**src/hdl/rv32i_pkg.sv**
```systemverilog
// RV32I instruction encoding
package rv32i_pkg;

	// register file addressing
	localparam int reg_idx_w = 5;

	// index of the hardwired zero register
	localparam logic [reg_idx_w-1:0] zero_reg = '0;

	typedef logic [reg_idx_w-1:0] reg_idx_t;

	// major opcodes, bits [6:0] of every word
	typedef enum logic [6:0] {
		op_reg    = 7'b0110011,
		op_imm    = 7'b0010011,
		op_load   = 7'b0000011,
		op_store  = 7'b0100011,
		op_branch = 7'b1100011,
		op_jal    = 7'b1101111,
		op_jalr   = 7'b1100111,
		op_lui    = 7'b0110111,
		op_auipc  = 7'b0010111
	} opcode_t;

	// R-type layout
	// i, b, u and j formats share its rd, rs1 and funct3 slots
	typedef struct packed {
		logic [6:0] funct7;
		reg_idx_t   rs2;
		reg_idx_t   rs1;
		logic [2:0] funct3;
		reg_idx_t   rd;
		opcode_t    opcode;
	} r_fields_t;

	// S-type layout
	// the rd slot carries imm[4:0] here
	typedef struct packed {
		logic [6:0] imm_hi;
		reg_idx_t   rs2;
		reg_idx_t   rs1;
		logic [2:0] funct3;
		logic [4:0] imm_lo;
		opcode_t    opcode;
	} s_fields_t;

	// one 32-bit word, two views
	// the opcode picks which view is meaningful
	typedef union packed {
		r_fields_t r;
		s_fields_t s;
	} instr_t;

endpackage : rv32i_pkg

```
**src/hdl/hazard_pkg.sv**
```systemverilog
// Pipeline hazard control types
package hazard_pkg;

	// control bits captured in the ID/EX register
	typedef struct packed {
		rv32i_pkg::reg_idx_t rs1;
		rv32i_pkg::reg_idx_t rs2;
		rv32i_pkg::reg_idx_t rd;
		logic                mem_read;
	} id_ex_ctl_t;

	// control bits captured in the EX/MEM register
	typedef struct packed {
		rv32i_pkg::reg_idx_t rd;
		rv32i_pkg::reg_idx_t rs2;
		logic                load_regfile;
		logic                mem_write;
	} ex_mem_ctl_t;

	// control bits captured in the MEM/WB register
	typedef struct packed {
		rv32i_pkg::reg_idx_t rd;
		logic                load_regfile;
	} mem_wb_ctl_t;

	// instruction and data memory strobes
	typedef struct packed {
		logic inst_read;
		logic inst_resp;
		logic data_read;
		logic data_write;
		logic data_resp;
	} mem_port_t;

	// decoded IF/ID sources
	typedef struct packed {
		rv32i_pkg::reg_idx_t rs1;
		rv32i_pkg::reg_idx_t rs2;
		logic                rs1_used;
		logic                rs2_used;
		logic                is_store;
	} src_use_t;

	// ALU operand mux selects
	typedef enum logic [1:0] {
		from_regfile = 2'b00,
		from_ex_mem  = 2'b01,
		from_mem_wb  = 2'b10
	} fwd_src_t;

	// store data mux select
	typedef enum logic {
		wdata_regfile = 1'b0,
		wdata_mem_wb  = 1'b1
	} wdata_src_t;

	typedef struct packed {
		fwd_src_t   rs1_sel;
		fwd_src_t   rs2_sel;
		wdata_src_t wdata_sel;
	} fwd_sel_t;

	// reasons to hold the pipeline
	typedef struct packed {
		logic mem_stall;
		logic inst_stall;
		logic load_use;
	} stall_cause_t;

	// per-stage hold lines toward the datapath
	typedef struct packed {
		logic pc;
		logic if_id;
		logic id_ex;
		logic ex_mem;
		logic mem_wb;
		logic bubble;
		logic inst_stall;
	} stall_vec_t;

endpackage : hazard_pkg

```
**src/hdl/hazard_unit.sv**
```systemverilog
// Hazard and forwarding unit
module hazard_unit (
	input  logic                    clk,
	input  logic                    rst_n,
	// raw word in the IF/ID register
	input  rv32i_pkg::instr_t       if_id_instr,
	// stage register control fields
	input  hazard_pkg::id_ex_ctl_t  id_ex,
	input  hazard_pkg::ex_mem_ctl_t ex_mem,
	input  hazard_pkg::mem_wb_ctl_t mem_wb,
	// memory request and response strobes
	input  hazard_pkg::mem_port_t   mem,
	// datapath mux selects
	output hazard_pkg::fwd_sel_t    fwd,
	// stage hold lines
	output hazard_pkg::stall_vec_t  stall
);

	import hazard_pkg::*;

	// decoded IF/ID sources
	src_use_t     src;
	// raw stall reasons
	stall_cause_t cause;

	// sources and use flags of the instruction in decode
	if_id_decode u_decode (
		.instr (if_id_instr),
		.src   (src)
	);

	// operand and store data selects for EX and MEM
	operand_forward u_forward (
		.id_ex  (id_ex),
		.ex_mem (ex_mem),
		.mem_wb (mem_wb),
		.fwd    (fwd)
	);

	// memory misses and load-use
	stall_detect u_detect (
		.clk   (clk),
		.rst_n (rst_n),
		.src   (src),
		.id_ex (id_ex),
		.mem   (mem),
		.cause (cause)
	);

	// causes onto stage lines
	stall_control u_control (
		.cause (cause),
		.stall (stall)
	);

endmodule : hazard_unit

```
**src/hdl/if_id_decode.sv**
```systemverilog
// IF/ID source decoder
module if_id_decode (
	input  rv32i_pkg::instr_t   instr,
	output hazard_pkg::src_use_t src
);

	import rv32i_pkg::*;

	opcode_t opcode;
	logic    store;

	// opcode sits at the same bits in both views
	assign opcode = instr.r.opcode;
	assign store  = (opcode == op_store);

	// source use flags
	// only real reads may raise a load-use stall
	always_comb begin
		// rs1 and rs2 occupy the same slots in the R and S layouts
		src.rs1      = instr.r.rs1;
		src.rs2      = instr.r.rs2;
		src.is_store = store;
		// rs1 is read by everything but the upper-immediate and jal forms
		case (opcode)
			op_lui, op_auipc, op_jal: src.rs1_used = 1'b0;
			default:                  src.rs1_used = 1'b1;
		endcase
		// rs2 field holds immediate bits in i-type and friends
		case (opcode)
			op_reg, op_store, op_branch: src.rs2_used = 1'b1;
			default:                     src.rs2_used = 1'b0;
		endcase
	end

endmodule : if_id_decode

```
**src/hdl/operand_forward.sv**
```systemverilog
// Operand forwarding select logic
module operand_forward (
	input  hazard_pkg::id_ex_ctl_t  id_ex,
	input  hazard_pkg::ex_mem_ctl_t ex_mem,
	input  hazard_pkg::mem_wb_ctl_t mem_wb,
	output hazard_pkg::fwd_sel_t    fwd
);

	import rv32i_pkg::*;
	import hazard_pkg::*;

	// a later stage holds a fresh value for src
	// x0 never counts, its writes are discarded
	function automatic logic writes_src(
		input logic     load_regfile,
		input reg_idx_t rd,
		input reg_idx_t src_idx
	);
		return load_regfile && (rd != zero_reg) && (rd == src_idx);
	endfunction

	// EX/MEM is younger, so it wins over MEM/WB
	function automatic fwd_src_t pick_src(input reg_idx_t src_idx);
		fwd_src_t sel;
		sel = from_regfile;
		if (writes_src(ex_mem.load_regfile, ex_mem.rd, src_idx)) begin
			sel = from_ex_mem;
		end else if (writes_src(mem_wb.load_regfile, mem_wb.rd, src_idx)) begin
			sel = from_mem_wb;
		end
		return sel;
	endfunction

	logic store_hit;

	// store in MEM needs the value MEM/WB is writing back
	assign store_hit = ex_mem.mem_write &&
		writes_src(mem_wb.load_regfile, mem_wb.rd, ex_mem.rs2);

	always_comb begin
		fwd.rs1_sel   = pick_src(id_ex.rs1);
		fwd.rs2_sel   = pick_src(id_ex.rs2);
		// store data taps only the writeback path
		fwd.wdata_sel = store_hit ? wdata_mem_wb : wdata_regfile;
	end

endmodule : operand_forward

```
**src/hdl/stall_control.sv**
```systemverilog
// Per-stage stall vector
module stall_control (
	input  hazard_pkg::stall_cause_t cause,
	output hazard_pkg::stall_vec_t   stall
);

	// front end holds for any cause
	logic hold_front;
	// back end holds only for memory
	logic hold_back;
	logic insert_bubble;

	assign hold_front = cause.mem_stall | cause.load_use;
	assign hold_back  = cause.mem_stall;

	// frozen ID/EX keeps its instruction
	// a bubble would overwrite it, so memory wins
	assign insert_bubble = cause.load_use & ~cause.mem_stall;

	always_comb begin
		// pc and IF/ID re-present the dependent instruction
		stall.pc         = hold_front;
		stall.if_id      = hold_front;
		// remaining stages move unless memory is waiting
		stall.id_ex      = hold_back;
		stall.ex_mem     = hold_back;
		stall.mem_wb     = hold_back;
		stall.bubble     = insert_bubble;
		// fetch side keeps its request asserted on this
		stall.inst_stall = cause.inst_stall;
	end

endmodule : stall_control

```
**src/hdl/stall_detect.sv**
```systemverilog
// Stall cause detection
module stall_detect (
	input  logic                   clk,
	input  logic                   rst_n,
	input  hazard_pkg::src_use_t   src,
	input  hazard_pkg::id_ex_ctl_t id_ex,
	input  hazard_pkg::mem_port_t  mem,
	output hazard_pkg::stall_cause_t cause
);

	import rv32i_pkg::*;

	// data strobes seen one cycle back
	logic data_read_q;
	logic data_write_q;
	// request still held in its second cycle
	logic read_held;
	logic write_held;
	logic data_wait;
	logic inst_wait;
	// load destination against IF/ID sources
	logic load_live;
	logic hit_rs1;
	logic hit_rs2;

	// pipelined data memory answers in two cycles
	// first cycle of a request never stalls
	always_ff @(posedge clk or negedge rst_n) begin
		if (!rst_n) begin
			data_read_q  <= 1'b0;
			data_write_q <= 1'b0;
		end else begin
			data_read_q  <= mem.data_read;
			data_write_q <= mem.data_write;
		end
	end

	// masked by the live strobe, so a dropped request does not stall
	assign read_held  = data_read_q & mem.data_read;
	assign write_held = data_write_q & mem.data_write;
	assign data_wait  = (read_held | write_held) & ~mem.data_resp;

	// fetch outstanding without answer
	assign inst_wait = mem.inst_read & ~mem.inst_resp;

	// load in EX whose result is not ready yet
	assign load_live = id_ex.mem_read && (id_ex.rd != zero_reg);
	assign hit_rs1   = load_live && src.rs1_used && (id_ex.rd == src.rs1);
	assign hit_rs2   = load_live && src.rs2_used && (id_ex.rd == src.rs2);

	always_comb begin
		cause.inst_stall = inst_wait;
		cause.mem_stall  = inst_wait | data_wait;
		// store data reaching only through rs2 is caught by MEM/WB forwarding
		cause.load_use   = hit_rs1 | (hit_rs2 & ~src.is_store);
	end

endmodule : stall_detect
```
**config.mk**
```make
export PLATFORM = sky130hd
export DESIGN_NAME = hazard_unit
export DESIGN_NICKNAME = d
export VERILOG_FILES = /design/src/hdl/rv32i_pkg.sv /design/src/hdl/hazard_pkg.sv /design/src/hdl/hazard_unit.sv /design/src/hdl/if_id_decode.sv /design/src/hdl/operand_forward.sv /design/src/hdl/stall_control.sv /design/src/hdl/stall_detect.sv
export SDC_FILE = /design/constraint.sdc
export NUM_CORES = 1
export LEC_CHECK = 0
export BUFFER_PORTS_ARGS = -buffer_cell sky130_fd_sc_hd__buf_2
export CELL_PAD_IN_SITES_DETAIL_PLACEMENT = 1
export CELL_PAD_IN_SITES_GLOBAL_PLACEMENT = 1
export CORE_MARGIN = 5
export CORE_UTILIZATION = 20
export CTS_BUF_LIST = sky130_fd_sc_hd__clkbuf_8
export CTS_CLUSTER_SIZE = 30
export DETAILED_ROUTE_END_ITERATION = 16
export PLACE_DENSITY = 0.79
export SYNTH_ARGS = -nofsm -noshare
export SYNTH_HDL_FRONTEND = slang
export SYNTH_SLANG_ARGS = --single-unit
```
**constraint.sdc**
```tcl
create_clock -name clk -period 3.1 [get_ports clk]
set_input_delay 0.93 -clock clk [delete_from_list [all_inputs] [get_ports clk]]
set_output_delay 0.93 -clock clk [all_outputs]
set_load 0.05 [all_outputs]
```
======== Word level (Yosys, flattened, before mapping) ========
Index checks and enable logic that the tools add are counted.
storage, ports and cells
  bits in writable memories ............... 0
  bits in latches ......................... 0
  memories ................................ 0
  bits in registers ....................... 2
  ROM bits ................................ 0
operators by class
  equal/unequal tests ..................... 13
  multiplexer cells ....................... 7
  divide/modulo/power cells ............... 0
  multipliers ............................. 0
  add/sub/neg operators ................... 0
  reductions and logical operators ........ 18
  $lt $le $gt $ge ......................... 0
  bitwise gates (word level) .............. 14
  shifts and indexed selects .............. 0
operators by type and width
  operator                                                                number
  5-bit equality test                                                     7
  7-bit by 6-bit equality test with 1-bit output (second input constant)  3
  5-bit nonzero test                                                      3
  7-bit equality test (second input constant)                             2
  1-bit logical AND                                                       13
  2-bit two-way mux                                                       4
  7-bit by 5-bit equality test with 1-bit output (second input constant)  1
  1-bit AND                                                               6
  3-bit OR reduction                                                      2
  1-bit NOT                                                               4
  1-bit bitwise OR                                                        4
  1-bit two-way mux                                                       3

======== Longest topological paths before layout ========
  word-level depth ........................ 8
  depth in mapped cells ................... 5
  depth with buffers taken out ............ 4

======== Hierarchy ========
Synthesis repeated with hierarchy kept, for this count alone.
unflattened totals
  cells, all modules ...................... 94
  area, all modules ....................... 778.2 sq um
modules (own cells, without submodules)
  module           cells each  area each (sq um)  sequential area each (sq um)  instances
  operand_forward  43          345.3              0.0                           1
  stall_detect     23          216.5              50.0                          1
  if_id_decode     19          151.4              0.0                           1
  stall_control    9           65.1               0.0                           1

======== Worst setup path after synthesis ========
Ideal clock, no wire load.
  path type ............................... input -> output
  from .................................... in ex_mem[11] (netlist name)
  to ...................................... out fwd[2] (netlist name)
  stages on the path ...................... 4
  path slack .............................. -1.125 ns
  arrival time ............................ 3.295 ns
  cell sequence ........................... xnor2_1 > nand3_1 > nor4_1 > nor4_2
RTL lines
  element      line               source
  from (decl)  hazard_unit.sv:9   input hazard_pkg::ex_mem_ctl_t ex_mem,
  to (decl)    hazard_unit.sv:14  output hazard_pkg::fwd_sel_t fwd,

==> flow_metrics.tcl <==
set metrics [dict create \
    status "finished, violations left" \
    violations "setup timing" \
    ys_ff_latch 2 \
    die_x_um 66.8 \
    critPathCaptureType "output pin" \
    hold_path_class "primary input to async pin" \
    yosysTopAreaCell "xor2_1" \
    initial_core_util_pct 20.9 \
    setup_viol 4 \
    met3_wirelength_um 276 \
    slew_headroom_pct 79.2 \
    synthMuxAreaShare_pct 0 \
    first_global_vias 1119 \
    synth-simple-area-share_pct 27.4 \
    total_power_uw 330 \
    io_buffers 69 \
    cts.clk_slew.worst_paths_ns 0.03 \
    drtIter0Drc 31 \
    tightest_slew_ns 0.310 \
    crit_type "primary input to output pin" \
    setup_slack_ns -0.114 \
    timing.critical_path.arrival_ns 2.28 \
    syn_nets 150 \
    place_inst 199 \
    cts_root_buf "clkbuf_8" \
    htreeDepth 1 \
    fillers 383 \
    synthToLayoutAreaGrowth_pct 108 \
    yosysSeqAreaShare_pct 7.77 \
    ys_warn_count 0 \
    globalRouteTotalUtil_pct 16.2 \
    leakage_uw 0.000621 \
    drv_slew 0 \
    synth_top_family_by_area "XOR/XNOR gates" \
    overflow 0 \
    power_density_nw_per_um2 247 \
    core_um2 3080 \
    synth.top_cell.area_share_pct 32.6 \
    dieArea_um2 4460 \
    dr.max_layer_used "met4" \
    clockBufferDepth 2 \
    cts.sinks 2 \
    synth_area_um2 644 \
    routed_wirelength_mm 3.47 \
    synthCells 77 \
    syn_avg_cell_area_um2 8.37 \
    post-place-ws_ns -0.337 \
    hold_viol 0 \
    max-cap-violations 0 \
    synthAdderAreaFrac_pct 0 \
    drive_gt1_share_pct 64.2 \
    stdcell_count 203 \
    fin_nets 234 \
    synth_cell_types 25 \
    cts_tree "yes" \
    n_antenna_cell 0 \
    synthXorXnorAreaFrac_pct 48.9 \
    rsz0062_at_grt "yes" \
    pin_count 85 \
    synth-compound-area-share_pct 7.77 \
    final.period_utilization_pct 104 \
    grt_pass1_wl_mm 5.30 \
    vdd_drop_max_uv 244 \
    ys_top_cells_by_area "xor2_1 (33%), xnor2_1 (16%), buf_4 (8.2%)" \
    vias 927 \
    viasPerCell 4.57 \
    max_freq_mhz 311 \
    firstDrtPassIters 2 \
    met1_length_mm 1.01 \
    wire_per_inst_um 17.1 \
    antenna_found_initial 0 \
    core.rowCount 20 \
    antenna_left 0 \
    crit_path_start_kind "primary input" \
    routed-wl-met2_mm 2.07 \
    grt_max_degree 6 \
    setup-tns-final_ns -0.353 \
    cts_buffers 3 \
    hold_buffers 0 \
    critPathMaxFanout 2 \
    drc_errors 0 \
    routabilityCongestion 0.787 \
    post-route-util_pct 43.5 \
    hpwlAfterDp_mm 2.84 \
    period_minus_slack_ns 3.21 \
    worstPathRequired_ns 2.17 \
    fp.dieH_um 66.8 \
]
final timing paths:
check	from	end	slack [ns]	cells after the start
max in group asynchronous	rst_n	u_detect.data_write_q	2.51	1
hold / removal	rst_n	u_detect.data_read_q	0.49	1
setup / recovery	mem_wb[3]	fwd[2]	-0.11	6
min in group clk	mem[1]	u_detect.data_write_q	0.84	1
stage by stage:
step           cell area [um^2]  hold WS, ns
6_report                   1340        0.489
5_1_grt                    1340        0.483
4_1_cts                    1290        0.483
3_5_place_dp               1170        0.717
3_3_place_gp               1170        0.714
2_1_floorplan               703        0.634
power breakdown:
part	switching (uW)	total (uW)	internal, uW
Clock	25.6	108	82.6
Combinational	104	194	90.1
Sequential	0.375	28.0	27.6
layer usage:
layer  vias to the layer above  GRT usage [%]
met5                         -              0
met4                         0           7.61
met3                        14           3.20
met2                        45           36.5
met1                       431           12.1
li1                        437              -
layout by cell type (no fill, tap or decap), drive strengths merged:
master	instances
buf	86
xor2	24
xnor2	12
nor4	6
or4	5
nand3	3
clkbuf	3
o21ai	2
nand4	2
nor3	2
dfrtp	2
nand2	1
a22oi	1
nor2b	1
o21bai	1
and4b	1
nor3b	1
o2111ai	1
nor2	1
o21a	1
nand4b	1
nand3b	1
a21oi	1
flip-flops by register name, summed over array words and instances (netlist names):
signal / cells
u_detect.data_write_q: 1
u_detect.data_read_q: 1
what timing repair did:
| action | CTS | global route |
|---|---|---|
| setup endpoints to repair | 7 | 7 |
| resized for setup | 20 | 14 |
| cloned | 0 | 0 |
| setup buffers | 1 | 0 |
| pin swaps | 9 | 7 |
cell families (layout without fill, tap and decap cells):
family / count (synthesis) / in the layout
and+or+nand+nor: 25 / 25
AOI/OAI and AO/OA: 7 / 7
buffers and inverters: 7 / 89
DFF: 2 / 2
xor gates and xnor gates: 36 / 36
cell usage after synthesis:
library cell	number
o21bai_1	1
nand3b_1	1
and4b_1	1
a21oi_1	1
nand2_1	1
o21ai_2	1
or4_1	4
dfrtp_1	2
nor2_1	1
nor4_2	2
xnor2_1	12
buf_4	7
nand4_1	2
nor3_1	2
nor4_1	4
o21ai_1	1
xor2_1	24
nand4b_1	1
o21a_1	1
or4_4	1
a22oi_1	1
nor2b_1	1
o2111ai_1	1
nor3b_1	1
nand3_1	3
area by class of cell:
type	count	area (um^2)	area share [%]
Sequential cell	2	50.0	3.74
Clock buffer	3	41.3	3.09
Tap cell	44	55.1	4.12
Multi-Input combinational cell	68	631	47.1
Timing Repair Buffer	86	561	41.9
worst max-delay path, stage by stage:
cell and delay, ns:
buf_8 0.10, buf_6 0.11, xor2_1 0.13, or4_4 0.51, nor4_4 0.31, buf_6 0.20
Note: power is estimated with default switching activity, not from simulation.
